`config.mk`:
```
export PLATFORM = sky130hd
export DESIGN_NAME = adc_seq_top
export DESIGN_NICKNAME = d
export VERILOG_FILES = /design/src/adc_seq_pkg.sv /design/src/adc_seq_top.sv /design/src/sample_packer.sv /design/src/spi_frame_engine.sv /design/src/cmd_sequencer.sv /design/src/wb_host_port.sv /design/src/word_queue.sv
export VERILOG_INCLUDE_DIRS = /design/src /design/src/src
export SDC_FILE = /design/constraint.sdc
export NUM_CORES = 1
export LEC_CHECK = 0
export BUFFER_PORTS_ARGS = -buffer_cell sky130_fd_sc_hd__buf_2
export CORE_UTILIZATION = 40
export CTS_CLUSTER_DIAMETER = 100
export CTS_CLUSTER_SIZE = 12
export DETAILED_ROUTE_END_ITERATION = 10
export PLACE_DENSITY_LB_ADDON = 0.1
export SYNTH_ARGS = -nofsm -noshare
export SYNTH_HDL_FRONTEND = slang
export SYNTH_HIERARCHICAL = 1
export SYNTH_SLANG_ARGS = --single-unit
```
`constraint.sdc`:
```
create_clock -name clk -period 4.2 [get_ports clk]
set_input_delay 0.42 -clock clk [delete_from_list [all_inputs] [get_ports clk]]
set_output_delay 0.42 -clock clk [all_outputs]
set_load 0.02 [all_outputs]
```
`src/adc_seq_config.svh`:
```
`ifndef ADC_SEQ_CONFIG_SVH
`define ADC_SEQ_CONFIG_SVH

`default_nettype none

// Channel count and SPI framing
`define ADC_CH_COUNT        8
`define SPI_FRAME_BITS      16     // One on-the-fly frame
`define CS_HIGH_CYCLES      4      // n_cs high time before each frame, at least 2
`define REQ_PREFIX          2'b10  // Top bits of a sample request frame

// Queue depths
`define CMD_QUEUE_DEPTH     4
`define RESULT_QUEUE_DEPTH  4

// Delay and trigger count width, fills the command argument
`define WAIT_COUNT_BITS     25

// Command opcodes
`define OP_NO_OP            3'd0
`define OP_SET_ORD          3'd1
`define OP_ADC_RD           3'd2
`define OP_ADC_RD_CH        3'd3
`define OP_CANCEL           3'd7

`default_nettype wire

`endif
```
`src/adc_seq_pkg.sv`:
```
`include "adc_seq_config.svh"
`default_nettype none

package adc_seq_pkg;

  //////////////////////////////////////////////////
  // Command words

  typedef enum logic [2:0] {
    CMD_NO_OP     = `OP_NO_OP,     // Delay or trigger wait
    CMD_SET_ORD   = `OP_SET_ORD,   // Load sample order
    CMD_ADC_RD    = `OP_ADC_RD,    // Read all channels
    CMD_ADC_RD_CH = `OP_ADC_RD_CH, // Read one channel
    CMD_CANCEL    = `OP_CANCEL     // End a wait early
  } cmd_op_e;

  typedef logic [`WAIT_COUNT_BITS-1:0] wait_cnt_t;

  typedef struct packed {
    cmd_op_e    op;
    logic       trig;   // Wait on triggers instead of delay
    logic [2:0] spare;
    wait_cnt_t  arg;    // Count, order fields or channel
  } cmd_word_t;

  //////////////////////////////////////////////////
  // ADC data

  typedef logic [2:0]  adc_ch_t;
  typedef logic [15:0] adc_sample_t;

  // Sample order table, entry 0 in the low bits
  typedef adc_ch_t [`ADC_CH_COUNT-1:0] ch_order_t;

  typedef struct packed {
    adc_sample_t hi;  // Second sample of a pair
    adc_sample_t lo;  // First sample, or the only one
  } result_word_t;

  typedef struct packed {
    logic bad_cmd;
    logic unexp_trig;
    logic delay_short;
    logic overflow;
  } err_flags_t;

  //////////////////////////////////////////////////
  // Block to block handshakes

  typedef struct packed {
    logic    start;
    adc_ch_t ch;
  } frame_req_t;

  typedef struct packed {
    logic        done;
    adc_sample_t sample;
  } frame_rsp_t;

  typedef struct packed {
    logic        valid;
    logic        single;  // From a single-channel read
    adc_sample_t sample;
  } sample_push_t;

  // Wishbone classic, word addressed
  typedef struct packed {
    logic        cyc;
    logic        stb;
    logic        we;
    logic [1:0]  adr;
    logic [31:0] dat;
  } wb_req_t;

  typedef struct packed {
    logic        ack;
    logic [31:0] dat;
  } wb_rsp_t;

  typedef enum logic [2:0] {
    SEQ_IDLE,
    SEQ_DELAY,
    SEQ_TRIG_WAIT,
    SEQ_ADC_RD,
    SEQ_ADC_RD_CH,
    SEQ_ERROR
  } seq_state_e;

endpackage

`default_nettype wire

```
`src/adc_seq_top.sv`:
```
`include "adc_seq_config.svh"
`default_nettype none

module adc_seq_top
  import adc_seq_pkg::*;
(
  input  logic    clk,
  input  logic    resetn,
  input  wb_req_t wb_req,
  output wb_rsp_t wb_rsp,
  input  logic    trigger,
  output logic    waiting_for_trig,
  output logic    n_cs,
  output logic    mosi,
  input  logic    miso
);

  // Command path
  logic         cmd_push, cmd_full, cmd_pop, cmd_valid;
  cmd_word_t    cmd_data, cmd_head;
  // Result path
  logic         res_push, res_full, res_pop, res_not_empty;
  result_word_t res_data, res_head;
  // Sequencer links
  err_flags_t   err;
  logic         seq_idle, overflow;
  frame_req_t   frame_req;
  frame_rsp_t   frame_rsp;
  sample_push_t sample_push;

  wb_host_port u_host (
    .clk, .resetn, .wb_req, .wb_rsp,
    .cmd_push, .cmd_data, .cmd_full,
    .res_pop, .res_head, .res_not_empty,
    .err, .seq_idle
  );

  word_queue #(.T(cmd_word_t), .DEPTH(`CMD_QUEUE_DEPTH)) u_cmd_queue (
    .clk, .resetn,
    .push(cmd_push), .push_data(cmd_data), .full(cmd_full),
    .pop(cmd_pop), .head(cmd_head), .not_empty(cmd_valid)
  );

  cmd_sequencer u_seq (
    .clk, .resetn, .cmd_head, .cmd_valid, .cmd_pop,
    .trigger, .waiting_for_trig, .frame_req, .frame_rsp,
    .sample_push, .overflow, .err, .seq_idle
  );

  spi_frame_engine u_spi (
    .clk, .resetn, .frame_req, .frame_rsp, .n_cs, .mosi, .miso
  );

  sample_packer u_pack (
    .clk, .resetn, .sample_push, .res_push, .res_data, .res_full, .overflow
  );

  word_queue #(.T(result_word_t), .DEPTH(`RESULT_QUEUE_DEPTH)) u_res_queue (
    .clk, .resetn,
    .push(res_push), .push_data(res_data), .full(res_full),
    .pop(res_pop), .head(res_head), .not_empty(res_not_empty)
  );

endmodule

`default_nettype wire

```
`src/sample_packer.sv`:
```
`default_nettype none

module sample_packer
  import adc_seq_pkg::*;
(
  input  logic         clk,
  input  logic         resetn,
  input  sample_push_t sample_push,
  output logic         res_push,
  output result_word_t res_data,
  input  logic         res_full,
  output logic         overflow
);

  adc_sample_t first_q;     // First sample of a pair
  logic        have_first;
  logic        emit;        // A word is ready this cycle
  logic        pair_in;

  assign pair_in = sample_push.valid && !sample_push.single;
  assign emit    = sample_push.valid && (sample_push.single || have_first);

  always_comb begin
    if (sample_push.single) begin
      res_data.hi = '0;
      res_data.lo = sample_push.sample;
    end else begin
      res_data.hi = sample_push.sample;  // Second sample
      res_data.lo = first_q;
    end
  end

  // Word dropped on a full queue, flagged to the sequencer
  assign res_push = emit && !res_full;
  assign overflow = emit && res_full;

  always_ff @(posedge clk) begin
    if (!resetn)      have_first <= 1'b0;
    else if (pair_in) have_first <= !have_first;  // Single reads leave pairing alone
  end

  always_ff @(posedge clk) begin
    if (pair_in && !have_first) first_q <= sample_push.sample;
  end

endmodule

`default_nettype wire

```
`src/spi_frame_engine.sv`:
```
`include "adc_seq_config.svh"
`default_nettype none

module spi_frame_engine
  import adc_seq_pkg::*;
(
  input  logic       clk,
  input  logic       resetn,
  input  frame_req_t frame_req,
  output frame_rsp_t frame_rsp,
  output logic       n_cs,
  output logic       mosi,
  input  logic       miso
);

  localparam int HI_BITS  = $clog2(`CS_HIGH_CYCLES + 1);
  localparam int BIT_BITS = $clog2(`SPI_FRAME_BITS + 1);
  localparam int PAD_BITS = `SPI_FRAME_BITS - $bits(`REQ_PREFIX) - $bits(adc_ch_t);

  logic [HI_BITS-1:0]         hi_cnt;   // n_cs high cycles left after start
  logic [BIT_BITS-1:0]        bit_cnt;  // Bits left with n_cs low
  logic [`SPI_FRAME_BITS-1:0] mosi_sh;
  adc_sample_t                miso_sh;
  logic                       n_cs_q;
  logic                       done_q;

  //////////////////////////////////////////////////
  // Chip select and bit timing

  // Start cycle counts as the first high cycle, done lands CS_HIGH_CYCLES + 16 later
  always_ff @(posedge clk) begin
    if (!resetn) begin
      hi_cnt  <= '0;
      bit_cnt <= '0;
      n_cs_q  <= 1'b1;
      done_q  <= 1'b0;
    end else begin
      done_q <= 1'b0;
      if (frame_req.start) begin
        hi_cnt <= HI_BITS'(`CS_HIGH_CYCLES - 1);
      end else if (hi_cnt != '0) begin
        hi_cnt <= hi_cnt - 1'b1;
        if (hi_cnt == HI_BITS'(1)) begin
          n_cs_q  <= 1'b0;                        // Frame goes active
          bit_cnt <= BIT_BITS'(`SPI_FRAME_BITS);
        end
      end
      if (bit_cnt != '0) begin
        bit_cnt <= bit_cnt - 1'b1;
        if (bit_cnt == BIT_BITS'(1)) begin
          n_cs_q <= 1'b1;  // Last bit taken
          done_q <= 1'b1;
        end
      end
    end
  end

  //////////////////////////////////////////////////
  // Data shifting

  always_ff @(posedge clk) begin
    if (frame_req.start)
      mosi_sh <= {`REQ_PREFIX, frame_req.ch, {PAD_BITS{1'b0}}};  // On-the-fly request
    else if (bit_cnt != '0)
      mosi_sh <= mosi_sh << 1;
    if (bit_cnt != '0) miso_sh <= adc_sample_t'({miso_sh, miso});  // MSB arrives first
  end

  assign n_cs      = n_cs_q;
  assign mosi      = !n_cs_q && mosi_sh[`SPI_FRAME_BITS-1];  // Idle low
  assign frame_rsp = '{done: done_q, sample: miso_sh};

endmodule

`default_nettype wire

```
`src/cmd_sequencer.sv`:
```
`include "adc_seq_config.svh"
`default_nettype none

module cmd_sequencer
  import adc_seq_pkg::*;
(
  input  logic         clk,
  input  logic         resetn,
  input  cmd_word_t    cmd_head,
  input  logic         cmd_valid,
  output logic         cmd_pop,
  input  logic         trigger,
  output logic         waiting_for_trig,
  output frame_req_t   frame_req,
  input  frame_rsp_t   frame_rsp,
  output sample_push_t sample_push,
  input  logic         overflow,
  output err_flags_t   err,
  output logic         seq_idle
);

  localparam int IDX_BITS   = $clog2(`ADC_CH_COUNT + 1);
  localparam int LAST_FRAME = `ADC_CH_COUNT;  // Nine frames for eight reads

  seq_state_e          state, state_next;
  wait_cnt_t           delay_cnt, trig_cnt;
  logic                use_trig;      // Read command ends on triggers
  ch_order_t           order;
  logic [IDX_BITS-1:0] frame_idx;     // Frame now on the wire
  logic                req_start;
  adc_ch_t             req_ch, next_ch;
  logic                is_read, last_done, cancel_head, cmd_done, take, bad_op, rd_start;
  err_flags_t          err_new;

  //////////////////////////////////////////////////
  // Command flow

  assign is_read     = (state == SEQ_ADC_RD) || (state == SEQ_ADC_RD_CH);
  assign last_done   = frame_rsp.done && ((state == SEQ_ADC_RD) ?
                       (frame_idx == IDX_BITS'(LAST_FRAME)) : (frame_idx == IDX_BITS'(1)));
  assign cancel_head = cmd_valid && (cmd_head.op == CMD_CANCEL);

  always_comb begin
    case (state)
      SEQ_IDLE:      cmd_done = 1'b1;
      SEQ_DELAY:     cmd_done = (delay_cnt == '0) || cancel_head;
      SEQ_TRIG_WAIT: cmd_done = (trig_cnt == '0) || (trigger && trig_cnt == wait_cnt_t'(1))
                                || cancel_head;
      SEQ_ADC_RD_CH: cmd_done = last_done;
      default:       cmd_done = 1'b0;  // ADC_RD moves on to its wait, ERROR holds
    endcase
  end

  assign take    = cmd_done && cmd_valid;
  assign cmd_pop = take;
  assign bad_op  = take && !(cmd_head.op inside {CMD_NO_OP, CMD_SET_ORD, CMD_ADC_RD,
                                                 CMD_ADC_RD_CH, CMD_CANCEL});

  // New errors this cycle
  assign err_new = '{bad_cmd:     bad_op,
                     unexp_trig:  trigger && (state != SEQ_TRIG_WAIT),
                     delay_short: (state == SEQ_ADC_RD) && !use_trig && (delay_cnt == '0)
                                  && !last_done,
                     overflow:    overflow};

  always_comb begin
    state_next = state;
    if (take) begin
      case (cmd_head.op)
        CMD_NO_OP:     state_next = cmd_head.trig ? SEQ_TRIG_WAIT : SEQ_DELAY;
        CMD_ADC_RD:    state_next = SEQ_ADC_RD;
        CMD_ADC_RD_CH: state_next = SEQ_ADC_RD_CH;
        CMD_SET_ORD,
        CMD_CANCEL:    state_next = SEQ_IDLE;
        default:       state_next = SEQ_ERROR;
      endcase
    end else if (cmd_done) begin
      state_next = SEQ_IDLE;  // Queue empty
    end else if ((state == SEQ_ADC_RD) && last_done) begin
      state_next = use_trig ? SEQ_TRIG_WAIT : SEQ_DELAY;  // Wait out the rest
    end
    if (err_new != '0) state_next = SEQ_ERROR;  // Halt until reset
  end

  //////////////////////////////////////////////////
  // Frame scheduling

  assign rd_start = ((take && (cmd_head.op inside {CMD_ADC_RD, CMD_ADC_RD_CH}))
                     || (is_read && frame_rsp.done && !last_done)) && (err_new == '0);

  always_comb begin
    if (take)
      next_ch = (cmd_head.op == CMD_ADC_RD_CH) ? adc_ch_t'(cmd_head.arg) : order[0];
    else if ((state == SEQ_ADC_RD) && (frame_idx < IDX_BITS'(LAST_FRAME - 1)))
      next_ch = order[adc_ch_t'(frame_idx + 1'b1)];
    else
      next_ch = '0;  // Dummy request, last frame only returns data
  end

  // Every frame but the first returns a real sample
  assign sample_push = '{valid:  is_read && frame_rsp.done && (frame_idx != '0),
                         single: state == SEQ_ADC_RD_CH,
                         sample: frame_rsp.sample};

  //////////////////////////////////////////////////
  // Registers

  always_ff @(posedge clk) begin
    if (!resetn) begin
      state     <= SEQ_IDLE;
      delay_cnt <= '0;
      trig_cnt  <= '0;
      use_trig  <= 1'b0;
      frame_idx <= '0;
      req_start <= 1'b0;
      err       <= '0;
      for (int i = 0; i < `ADC_CH_COUNT; i++) order[i] <= adc_ch_t'(i);  // Natural order
    end else begin
      state     <= state_next;
      req_start <= rd_start;
      err       <= err | err_new;  // Sticky
      if (take && (cmd_head.op inside {CMD_NO_OP, CMD_ADC_RD})) begin
        delay_cnt <= cmd_head.trig ? '0 : cmd_head.arg;
        trig_cnt  <= cmd_head.trig ? cmd_head.arg : '0;
        use_trig  <= cmd_head.trig;
      end else begin
        if (delay_cnt != '0) delay_cnt <= delay_cnt - 1'b1;  // Runs during frames too
        if ((state == SEQ_TRIG_WAIT) && trigger && (trig_cnt != '0)) trig_cnt <= trig_cnt - 1'b1;
      end
      if (take && (cmd_head.op == CMD_SET_ORD))
        order <= ch_order_t'(cmd_head.arg[$bits(ch_order_t)-1:0]);
      if (take)                             frame_idx <= '0;
      else if (is_read && frame_rsp.done) frame_idx <= frame_idx + 1'b1;
    end
  end

  always_ff @(posedge clk) begin
    if (rd_start) req_ch <= next_ch;
  end

  assign frame_req        = '{start: req_start, ch: req_ch};
  assign waiting_for_trig = (state == SEQ_TRIG_WAIT);
  assign seq_idle         = (state == SEQ_IDLE) && !cmd_valid;

endmodule

`default_nettype wire

```
`src/wb_host_port.sv`:
```
`default_nettype none

module wb_host_port
  import adc_seq_pkg::*;
(
  input  logic         clk,
  input  logic         resetn,
  input  wb_req_t      wb_req,
  output wb_rsp_t      wb_rsp,
  output logic         cmd_push,
  output cmd_word_t    cmd_data,
  input  logic         cmd_full,
  output logic         res_pop,
  input  result_word_t res_head,
  input  logic         res_not_empty,
  input  err_flags_t   err,
  input  logic         seq_idle
);

  localparam logic [1:0] ADR_DATA   = 2'd0;  // Command write, result read
  localparam logic [1:0] ADR_STATUS = 2'd1;

  logic        ack_q;
  logic [31:0] rdat_q;
  logic        req_new;  // Request not yet acked
  logic        wr_cmd;
  logic        rd_data;
  logic [31:0] status;

  assign req_new = wb_req.cyc && wb_req.stb && !ack_q;
  assign wr_cmd  = req_new && wb_req.we && (wb_req.adr == ADR_DATA);
  assign rd_data = req_new && !wb_req.we && (wb_req.adr == ADR_DATA);

  assign cmd_push = wr_cmd && !cmd_full;           // Held off while queue full
  assign cmd_data = cmd_word_t'(wb_req.dat);
  assign res_pop  = rd_data && res_not_empty;

  // Status word
  assign status = {26'd0, seq_idle, res_not_empty, err};

  // Ack one cycle after the request, withheld for a write into a full queue
  always_ff @(posedge clk) begin
    if (!resetn) ack_q <= 1'b0;
    else         ack_q <= req_new && !(wr_cmd && cmd_full);
  end

  // Read data
  always_ff @(posedge clk) begin
    if (req_new && !wb_req.we) begin
      case (wb_req.adr)
        ADR_DATA:   rdat_q <= res_not_empty ? 32'(res_head) : 32'd0;  // Empty reads zero
        ADR_STATUS: rdat_q <= status;
        default:    rdat_q <= 32'd0;
      endcase
    end
  end

  assign wb_rsp = '{ack: ack_q, dat: rdat_q};

endmodule

`default_nettype wire

```
`src/word_queue.sv`:
```
`default_nettype none

module word_queue #(
  parameter type T     = logic [31:0],
  parameter int  DEPTH = 4
) (
  input  logic clk,
  input  logic resetn,
  input  logic push,
  input  T     push_data,
  output logic full,
  input  logic pop,
  output T     head,
  output logic not_empty
);

  localparam int PTR_BITS = (DEPTH > 1) ? $clog2(DEPTH) : 1;
  localparam int CNT_BITS = $clog2(DEPTH + 1);

  T                    mem [DEPTH];  // Payload only, no reset
  logic [PTR_BITS-1:0] wr_ptr;
  logic [PTR_BITS-1:0] rd_ptr;
  logic [CNT_BITS-1:0] count;
  logic                do_push;
  logic                do_pop;

  assign full      = (count == CNT_BITS'(DEPTH));
  assign not_empty = (count != '0);
  assign do_push   = push && !full;     // Push into a full queue is lost
  assign do_pop    = pop && not_empty;
  assign head      = mem[rd_ptr];       // Valid while not_empty

  // Pointer advance with wrap, depth need not be a power of two
  function automatic logic [PTR_BITS-1:0] ptr_inc(input logic [PTR_BITS-1:0] p);
    ptr_inc = (p == PTR_BITS'(DEPTH - 1)) ? '0 : p + 1'b1;
  endfunction

  always_ff @(posedge clk) begin
    if (do_push) mem[wr_ptr] <= push_data;
  end

  always_ff @(posedge clk) begin
    if (!resetn) begin
      wr_ptr <= '0;
      rd_ptr <= '0;
      count  <= '0;
    end else begin
      if (do_push) wr_ptr <= ptr_inc(wr_ptr);
      if (do_pop)  rd_ptr <= ptr_inc(rd_ptr);
      if (do_push && !do_pop)      count <= count + 1'b1;
      else if (do_pop && !do_push) count <= count - 1'b1;
    end
  end

endmodule

`default_nettype wire

```
---- Word level (Yosys, flattened, before mapping) ----
Memory sizes are Yosys's and may differ from the RTL's. A register that Yosys moved wholly into a read port is not among the register bits.
Index checks and enable logic that the tools add are counted.
word-level totals
  logic and storage cells ................. 232
  latch bits .............................. 0
  bits of input ports ..................... 41
  register bits ........................... 185
  output and inout port bits .............. 36
  RAM bits ................................ 256
  memories kept ........................... 2
  memory bits (read-only) ................. 0
cells by class
  reduce and logical (&&, ||, !) cells .... 100
  multipliers ............................. 0
  divide/modulo/power cells ............... 0
  shift operators ......................... 0
  equality and inequality tests ........... 22
  muxes and demuxes ....................... 53
  magnitude comparators ................... 2
  bitwise operators ....................... 2
  add/subtract/negate cells ............... 13
memories
  memory           words  width  read ports  clocked after memory_dff  wr ports  RTL line          source
  u_cmd_queue.mem  4      32     1           1                         1         word_queue.sv:20  T mem [DEPTH];
  u_res_queue.mem  4      32     1           1                         1         word_queue.sv:20
operator list
  operator                 number
  $mux W25                 6
  $mux W32                 2
  $pmux W32 S2             1
  $logic_not A25 Y1        2
  $reduce_bool A25 Y1      2
  $sub A25 B1 Y25 const B  2
  $logic_and A1 B1 Y1      45
  $mux W3                  12
  $mux W14                 2
  $eq A25 B1 Y1 const B    1
  $mux W2                  12
  $mux W5                  4
  $reduce_bool A2 Y1       10
  $logic_not A1 Y1         16
  $eq A3 B2 Y1 const B     4
  $eq A3 B3 Y1 const B     4
  $pmux W3 S4              1
  $reduce_bool A3 Y1       4
  $reduce_bool A4 Y1       3
  $mux W1                  11
  $reduce_bool A5 Y1       2
  $bmux W3 S3              1
  $eq A3 B1 Y1 const B     3
  $sub A3 B1 Y3 const B    3
  23 further kinds         39

---- Depth between registers and ports, before layout ----
Gate-level depths: netlist of the first run.
  depth in word-level cells ............... 11
  depth in mapped cells ................... 16
  gate-level depth less buffers ........... 15

---- Modules after synthesis ----
Netlist of the first run, hierarchy kept.
modules (own cells, without submodules)
  module            area each (um2)  cells an instance  seq. area each (um2)  times used
  word_queue        5139.9           218                4023.9                2
  cmd_sequencer     5107.4           602                1831.8                1
  wb_host_port      1559.0           111                980.9                 1
  spi_frame_engine  1219.9           84                 810.8                 1
  sample_packer     925.9            62                 500.5                 1

---- Worst setup path after synthesis of the first run ----
OpenSTA, ideal clock, no wires.
  path type ............................... register -> register
  start point ............................. register with a tool-made name
  end point ............................... register u_cmd_queue.count[2]
  data required time ...................... 4.124 ns
  path slack .............................. 0.727 ns
  stages on the path, launching flop included .. 17
  path buffers ............................ 2
  library setup time ...................... 0.076 ns
  arrival time ............................ 3.397 ns
  clock period less this slack ............ 3.473 ns
  cell sequence ........................... dfxtp_1 -> buf_6 -> buf_12 -> mux4_2 -> nand2_1 -> o22ai_1 -> a41oi_2 -> a21oi_2 -> nand2_1 -> inv_1 -> o31ai_1 -> ha_1 -> inv_1 -> fa_1 -> xor2_1 -> or3_1 -> a21boi_0
RTL lines
  what                    RTL line          source
  end signal: assignment  word_queue.sv:50  if (do_push && !do_pop) count <= count + 1'b1;
  end signal: assignment  word_queue.sv:51  else if (do_pop && !do_push) count <= count - 1'b1;
  end: declaration        word_queue.sv:23  logic [CNT_BITS-1:0] count;

==> results of run 1 <==
-- worst max-delay path: stages (launching register included) --
cell,delay (ps)
dfxtp_2,590
mux4_2,670
nand2_1,130
o22ai_1,100
a41oi_2,160
buf_4,180
a21oi_2,70
nand2_1,160
inv_1,60
o31ai_1,150
ha_1,290
inv_1,60
fa_1,370
xor2_1,170
or3_1,300
a21boi_0,160
-- stage by stage --
step           hold slack [ps]  utilization (%)  cell area [um^2]  instances  worst slack, ps
6_report                  49.7             44.8             20400       1949              515
3_5_place_dp               458             42.2             19300       1875              466
5_1_grt                   31.3             44.8             20400       1948              224
3_3_place_gp               453             42.2             19300       1875              493
4_1_cts                   16.8             44.8             20400       1948              467
2_1_floorplan              428                -             18600       1277              727
-- per-layer routing --
metal | GRT usage (%) | part of all wire, % | up-vias
met5 | 0 | 0 | -
met4 | 3.89 | 1.5 | 0
met3 | 3.31 | 4.8 | 47
met2 | 26.0 | 45 | 204
met1 | 26.0 | 49 | 5299
li1 | - | - | 4906
-- state kept, by name, indices dropped and copies added, names as in the netlist, 2 cells and up, named ones only --
signal,cells
u_cmd_queue/wr_ptr,2
u_cmd_queue/rd_ptr,2
u_res_queue/count,3
u_seq/state,3
u_res_queue/mem,128
u_host/rdat_q,32
u_spi/mosi_sh,5
u_seq/err,4
u_seq/order,24
u_seq/req_ch,3
u_seq/frame_idx,4
u_seq/delay_cnt,25
u_res_queue/rd_ptr,2
u_spi/miso_sh,16
u_pack/first_q,16
u_cmd_queue/count,3
u_spi/bit_cnt,5
u_seq/trig_cnt,25
u_cmd_queue/mem,116
u_spi/hi_cnt,3
u_res_queue/wr_ptr,2
-- power breakdown --
group | switching, mW | internal, mW
Sequential | 0.233 | 5.00
Combinational | 0.753 | 0.547
Clock | 1.57 | 1.88
Total | 2.56 | 7.42
-- final cells by class --
type                       instances  area, um^2  area share (%)
sequential                       433       11800            57.8
multi-input combinational        700        5940            29.0
clock buffer                      71        1160            5.67
tap                              600         751            3.67
timing repair buffer             108         628            3.07
inverter                          34         128           0.624
clock inverter                     2        27.5           0.135
antenna                            1        2.50          0.0122
-- worst paths after layout --
| kind | from | end | slack [ps] | depth (start not counted) |
|---|---|---|---|---|
| worst max-delay path | flip-flop | u_cmd_queue/count[2] | 510 | 15 |
| worst min-delay path | miso | u_spi/miso_sh[0] | 50 | 1 |
| worst max register to register | flip-flop | u_cmd_queue/count[2] | 510 | 15 |
| worst min register to register | u_seq/order[17] | u_seq/order[17] | 470 | 2 |
-- cell usage in the layout, fill, tap and decap left out, types with 29 or more instances in the layout --
master,count
mux4_2,63
a21oi_1,43
inv_1,33
nor2_1,62
nand3_1,48
o21ai_0,30
clkbuf_16,42
buf_2,73
edfxtp_1,314
dfxtp_1,117
mux2i_1,38
buf_4,35
clkbuf_1,29
nand2_1,57
==> results.py, run 1 <==
metrics = {
    "status": {
        "status": "finished clean",
    },
    "job": {
        "cap_violations": 0,
    },
    "layout": {
        "drive_gt1_share_pct": 20.4,
        "nNetsFinal": 1385,
        "area_growth_pct": 9.70,
        "nFillCells": 4121,
    },
    "grt": {
        "grt_pass1_wl_mm": 62.5,
        "grt.total_usage_pct": 17.4,
        "grt_pass1_vias": 10300,
        "grt_max_degree": 58,
        "grt-ovfl-total": 0,
        "antenna_found_initial": 1,
    },
    "yosys": {
        "synthCells": 1277,
        "yosysWarnings": 6,
        "syn_area_mm2": 0.0186,
        "synth.avg_cell_area_um2": 14.6,
        "synth_fp_nets": 1343,
    },
    "route": {
        "routed_wl_mm": 40.2,
        "detail-route-antenna-nets": 0,
        "drt_iter0_drc": 751,
        "drt-pass1-iter-count": 5,
        "viasPerCell": 5.36,
        "drc": 0,
        "vias": 10500,
        "wl_per_cell_um": 20.6,
    },
    "timing": {
        "finalSetupTns_ps": 0,
        "finalCritPeriodShare_pct": 87.7,
        "maxSlewHeadroom_pct": 26.9,
        "worstMarginPinSlew_ps": 1100,
        "fmax_mhz": 271,
        "slew_violations": 0,
        "setup_violations": 0,
        "fin_crit_ps": 3690,
        "skew_ps": 21.0,
        "rsz0062_at_grt": "no",
        "finalHoldViolCount": 0,
    },
    "cts": {
        "ctsResizeCount": 0,
        "cts_num_sinks": 433,
        "root_buffer": "clkbuf_16",
        "clockBufferDepth": 3,
        "cts_setup_buffers": 0,
        "cts_hold_buf": 0,
        "numCtsBuffers": 42,
        "insertion_delay_ps": 560,
        "htreeDepth": 2,
        "clkTransAtPathRegs_ps": 60,
        "cts_tree": "done",
    },
    "floorplanning": {
        "die_h_um": 218,
        "io_pins": 77,
        "start_util_pct": 40.8,
        "core-area_mm2": 0.0457,
        "die_width_um": 218,
        "rows": 78,
        "die_area_mm2": 0.0475,
    },
    "critical_path": {
        "cp.arrival_ps": 4170,
        "critPathRequiredTime_ps": 4690,
        "end_kind": "flip-flop",
        "startpoint_type": "flip-flop",
        "cp_max_fo": 11,
        "critPathKind": "reg -> reg",
    },
    "power_and_ir_drop": {
        "cellPowerDensity_mw_per_mm2": 488,
        "ir_worst_vdd_mv": 0.368,
        "p_leak_nw": 6.82,
        "totalPowerFinal_mw": 9.98,
    },
    "place": {
        "dp_hpwl_mm": 25.0,
        "portBuffers": 73,
        "routabilityCongestion": 0.811,
    },
    "worst_hold_path": {
        "worst_hold_path_type": "in -> reg",
    },
}
Power figures use the tool's default switching activity.
==> run 2: changes to the inputs <==
--- a/config.mk
+++ b/config.mk
@@ -7,8 +7,10 @@
 export NUM_CORES = 1
 export LEC_CHECK = 0
 export BUFFER_PORTS_ARGS = -buffer_cell sky130_fd_sc_hd__buf_2
-export CORE_UTILIZATION = 40
-export CTS_CLUSTER_DIAMETER = 100
+export CELL_PAD_IN_SITES_DETAIL_PLACEMENT = 1
+export CELL_PAD_IN_SITES_GLOBAL_PLACEMENT = 2
+export CORE_UTILIZATION = 45
+export CTS_CLUSTER_DIAMETER = 40
 export CTS_CLUSTER_SIZE = 12
 export DETAILED_ROUTE_END_ITERATION = 10
 export PLACE_DENSITY_LB_ADDON = 0.1
==> results.py, run 2 (synthesized netlist as in run 1, its figures left out) <==
metrics = {
    "status": {
        "status": "finished clean",
    },
    "critical_path": {
        "reg2reg_slack_ps": 660,
        "slowest_stage": "mux4_2",
        "rr_worst_depth": 15,
        "cp_max_fo": 9,
        "critPathTopFamily": "compound AO/OA/AOI/OAI gates",
        "timing.critical_path.to": "u_cmd_queue/count[2]",
        "worstReg2RegEnd": "u_cmd_queue/count[2]",
        "crit_path_max_incr_delay_ps": 610,
        "worst-path-buf-inv": 3,
        "critPathKind": "reg -> reg",
        "critPathRequiredTime_ps": 4690,
        "path_cells": "mux4_2, nand2_1, o22ai_1, a41oi_2, a21oi_2, buf_4, nand2_1, inv_1, o31ai_1, ha_1, inv_1, fa_1, xor2_1, or3_1, a21boi_0",
        "crit_cells": 15,
        "startpoint_type": "flip-flop",
        "end_kind": "flip-flop",
        "cp.arrival_ps": 4040,
    },
    "cts": {
        "clkTransAtPathRegs_ps": 60,
        "ctsResizeCount": 0,
        "numCtsBuffers": 66,
        "insertion_delay_ps": 580,
        "cts_tree": "done",
        "cts_setup_buffers": 0,
        "cts_hold_buf": 1,
        "htreeDepth": 3,
        "root_buffer": "clkbuf_16",
        "clockBufferDepth": 3,
        "cts_num_sinks": 433,
    },
    "layout": {
        "layout.cells.most_common": "edfxtp_1",
        "seq_area_mm2": 0.0118,
        "final_area_mm2": 0.0213,
        "largest_register_ffs": 128,
        "area_growth_pct": 14.5,
        "final_cell_mix": "edfxtp_1 (314), dfxtp_1 (117), buf_2 (73)",
        "largest-register": "u_res_queue/mem",
        "fin_cells": 1922,
        "nFillCells": 3926,
        "nNetsFinal": 1403,
        "drive_gt1_share_pct": 23.6,
        "reg_top3": "u_res_queue/mem x128, u_cmd_queue/mem x116, u_host/rdat_q x32",
        "multi_input_comb_area_mm2": 0.00593,
    },
    "route": {
        "viasPerCell": 5.58,
        "routed_wl_mm": 43.0,
        "detail-route-antenna-nets": 0,
        "vias": 10700,
        "wl_per_cell_um": 22.3,
        "drc": 0,
        "drt-pass1-iter-count": 6,
        "drt_iter0_drc": 565,
    },
    "worst_hold_path": {
        "worst_hold_path_type": "in -> reg",
    },
    "floorplanning": {
        "rows": 74,
        "io_pins": 77,
        "die_area_mm2": 0.0422,
        "core-area_mm2": 0.0408,
        "die_h_um": 206,
        "die_width_um": 206,
        "start_util_pct": 45.7,
    },
    "timing": {
        "slew_violations": 0,
        "finalCritPeriodShare_pct": 84.4,
        "skew_ps": 22.9,
        "hold_slack_ps": 55.3,
        "fmax_mhz": 282,
        "worstMarginPinSlew_ps": 1110,
        "setup_violations": 0,
        "rsz0062_at_grt": "no",
        "finalSetupTns_ps": 0,
        "fin_crit_ps": 3540,
        "maxSlewHeadroom_pct": 25.8,
        "finalHoldViolCount": 0,
    },
    "job": {
        "cap_violations": 0,
    },
    "place": {
        "place_area_mm2": 0.0191,
        "dp_cells": 1800,
        "dp_hpwl_mm": 26.9,
        "portBuffers": 73,
        "routabilityCongestion": 0.803,
    },
    "grt": {
        "grt_max_degree": 58,
        "grt_pass1_wl_mm": 66.2,
        "antenna_found_initial": 4,
        "grt-ovfl-total": 0,
        "grt_pass1_vias": 11300,
        "grt.total_usage_pct": 21.0,
    },
    "power_and_ir_drop": {
        "totalPowerFinal_mw": 11.9,
        "cellPowerDensity_mw_per_mm2": 558,
        "ir_worst_vdd_mv": 0.462,
        "p_leak_nw": 7.30,
    },
}
run 2: cell count changes in the layout (fill, tap and decap cells not counted), sizes merged:
cell	previous run	this run
bufinv	0	2
buf	108	101
inv	35	43
clkbuf	71	90
clkinv	1	15
dlygate4sd3	0	1
clkinvlp	0	4
run 2: cell type report:
type	count	area share, %
Antenna cell	1	0.0117
Clock buffer	90	8.99
Clock inverter	30	1.38
Inverter	34	0.598
Multi-Input combinational cell	700	27.8
Sequential cell	433	55.4
Tap cell	532	3.12
Timing Repair Buffer	102	2.74
run 2: per-layer routing:
layer	routed length, um	global-route usage, %
met5	23	0
met4	702	6.67
met3	2320	4.69
met2	19400	31.6
met1	20500	30.2
run 2: worst reg2reg max path, stage by stage, from the launching register on:
cell and delay, ps:
dfxtp_2 390, mux4_2 610, nand2_1 130, o22ai_1 100, a41oi_2 210, a21oi_2 70
buf_4 200, nand2_1 140, inv_1 60, o31ai_1 160, ha_1 300, inv_1 60
fa_1 380, xor2_1 180, or3_1 300, a21boi_0 180
run 2: through the flow:
stage          setup slack, ps  util (%)
6_report                   657      52.3
5_1_grt                    362      52.3
4_1_cts                    647      52.3
3_5_place_dp               672      46.8
3_3_place_gp               732      46.8
2_1_floorplan              727         -
run 2: how the worst min path moves through the flow:
stage / from / endpoint / slack (ps) / depth (start not counted)
final: wb_req[12] / u_cmd_queue/mem[2][12] / 60 / 1
after global routing: wb_req[12] / u_cmd_queue/mem[3][12] / 40 / 1
after CTS: wb_req[12] / u_cmd_queue/mem[3][12] / 20 / 1
after detailed placement: u_seq/order[23] / u_seq/order[23] / 460 / 2
after global placement: u_seq/order[7] / u_seq/order[7] / 450 / 2
after floorplan: u_spi/miso_sh[9] / u_spi/miso_sh[10] / 430 / 0
run 2: where the power goes:
group | total (mW) | leakage [nW] | switching (mW) | internal (mW)
registers | 5.24 | 3.83 | 0.233 | 5.01
clock network | 5.38 | 1.08 | 2.01 | 3.37
logic | 1.29 | 2.39 | 0.765 | 0.521
total | 11.9 | 7.30 | 3.01 | 8.89
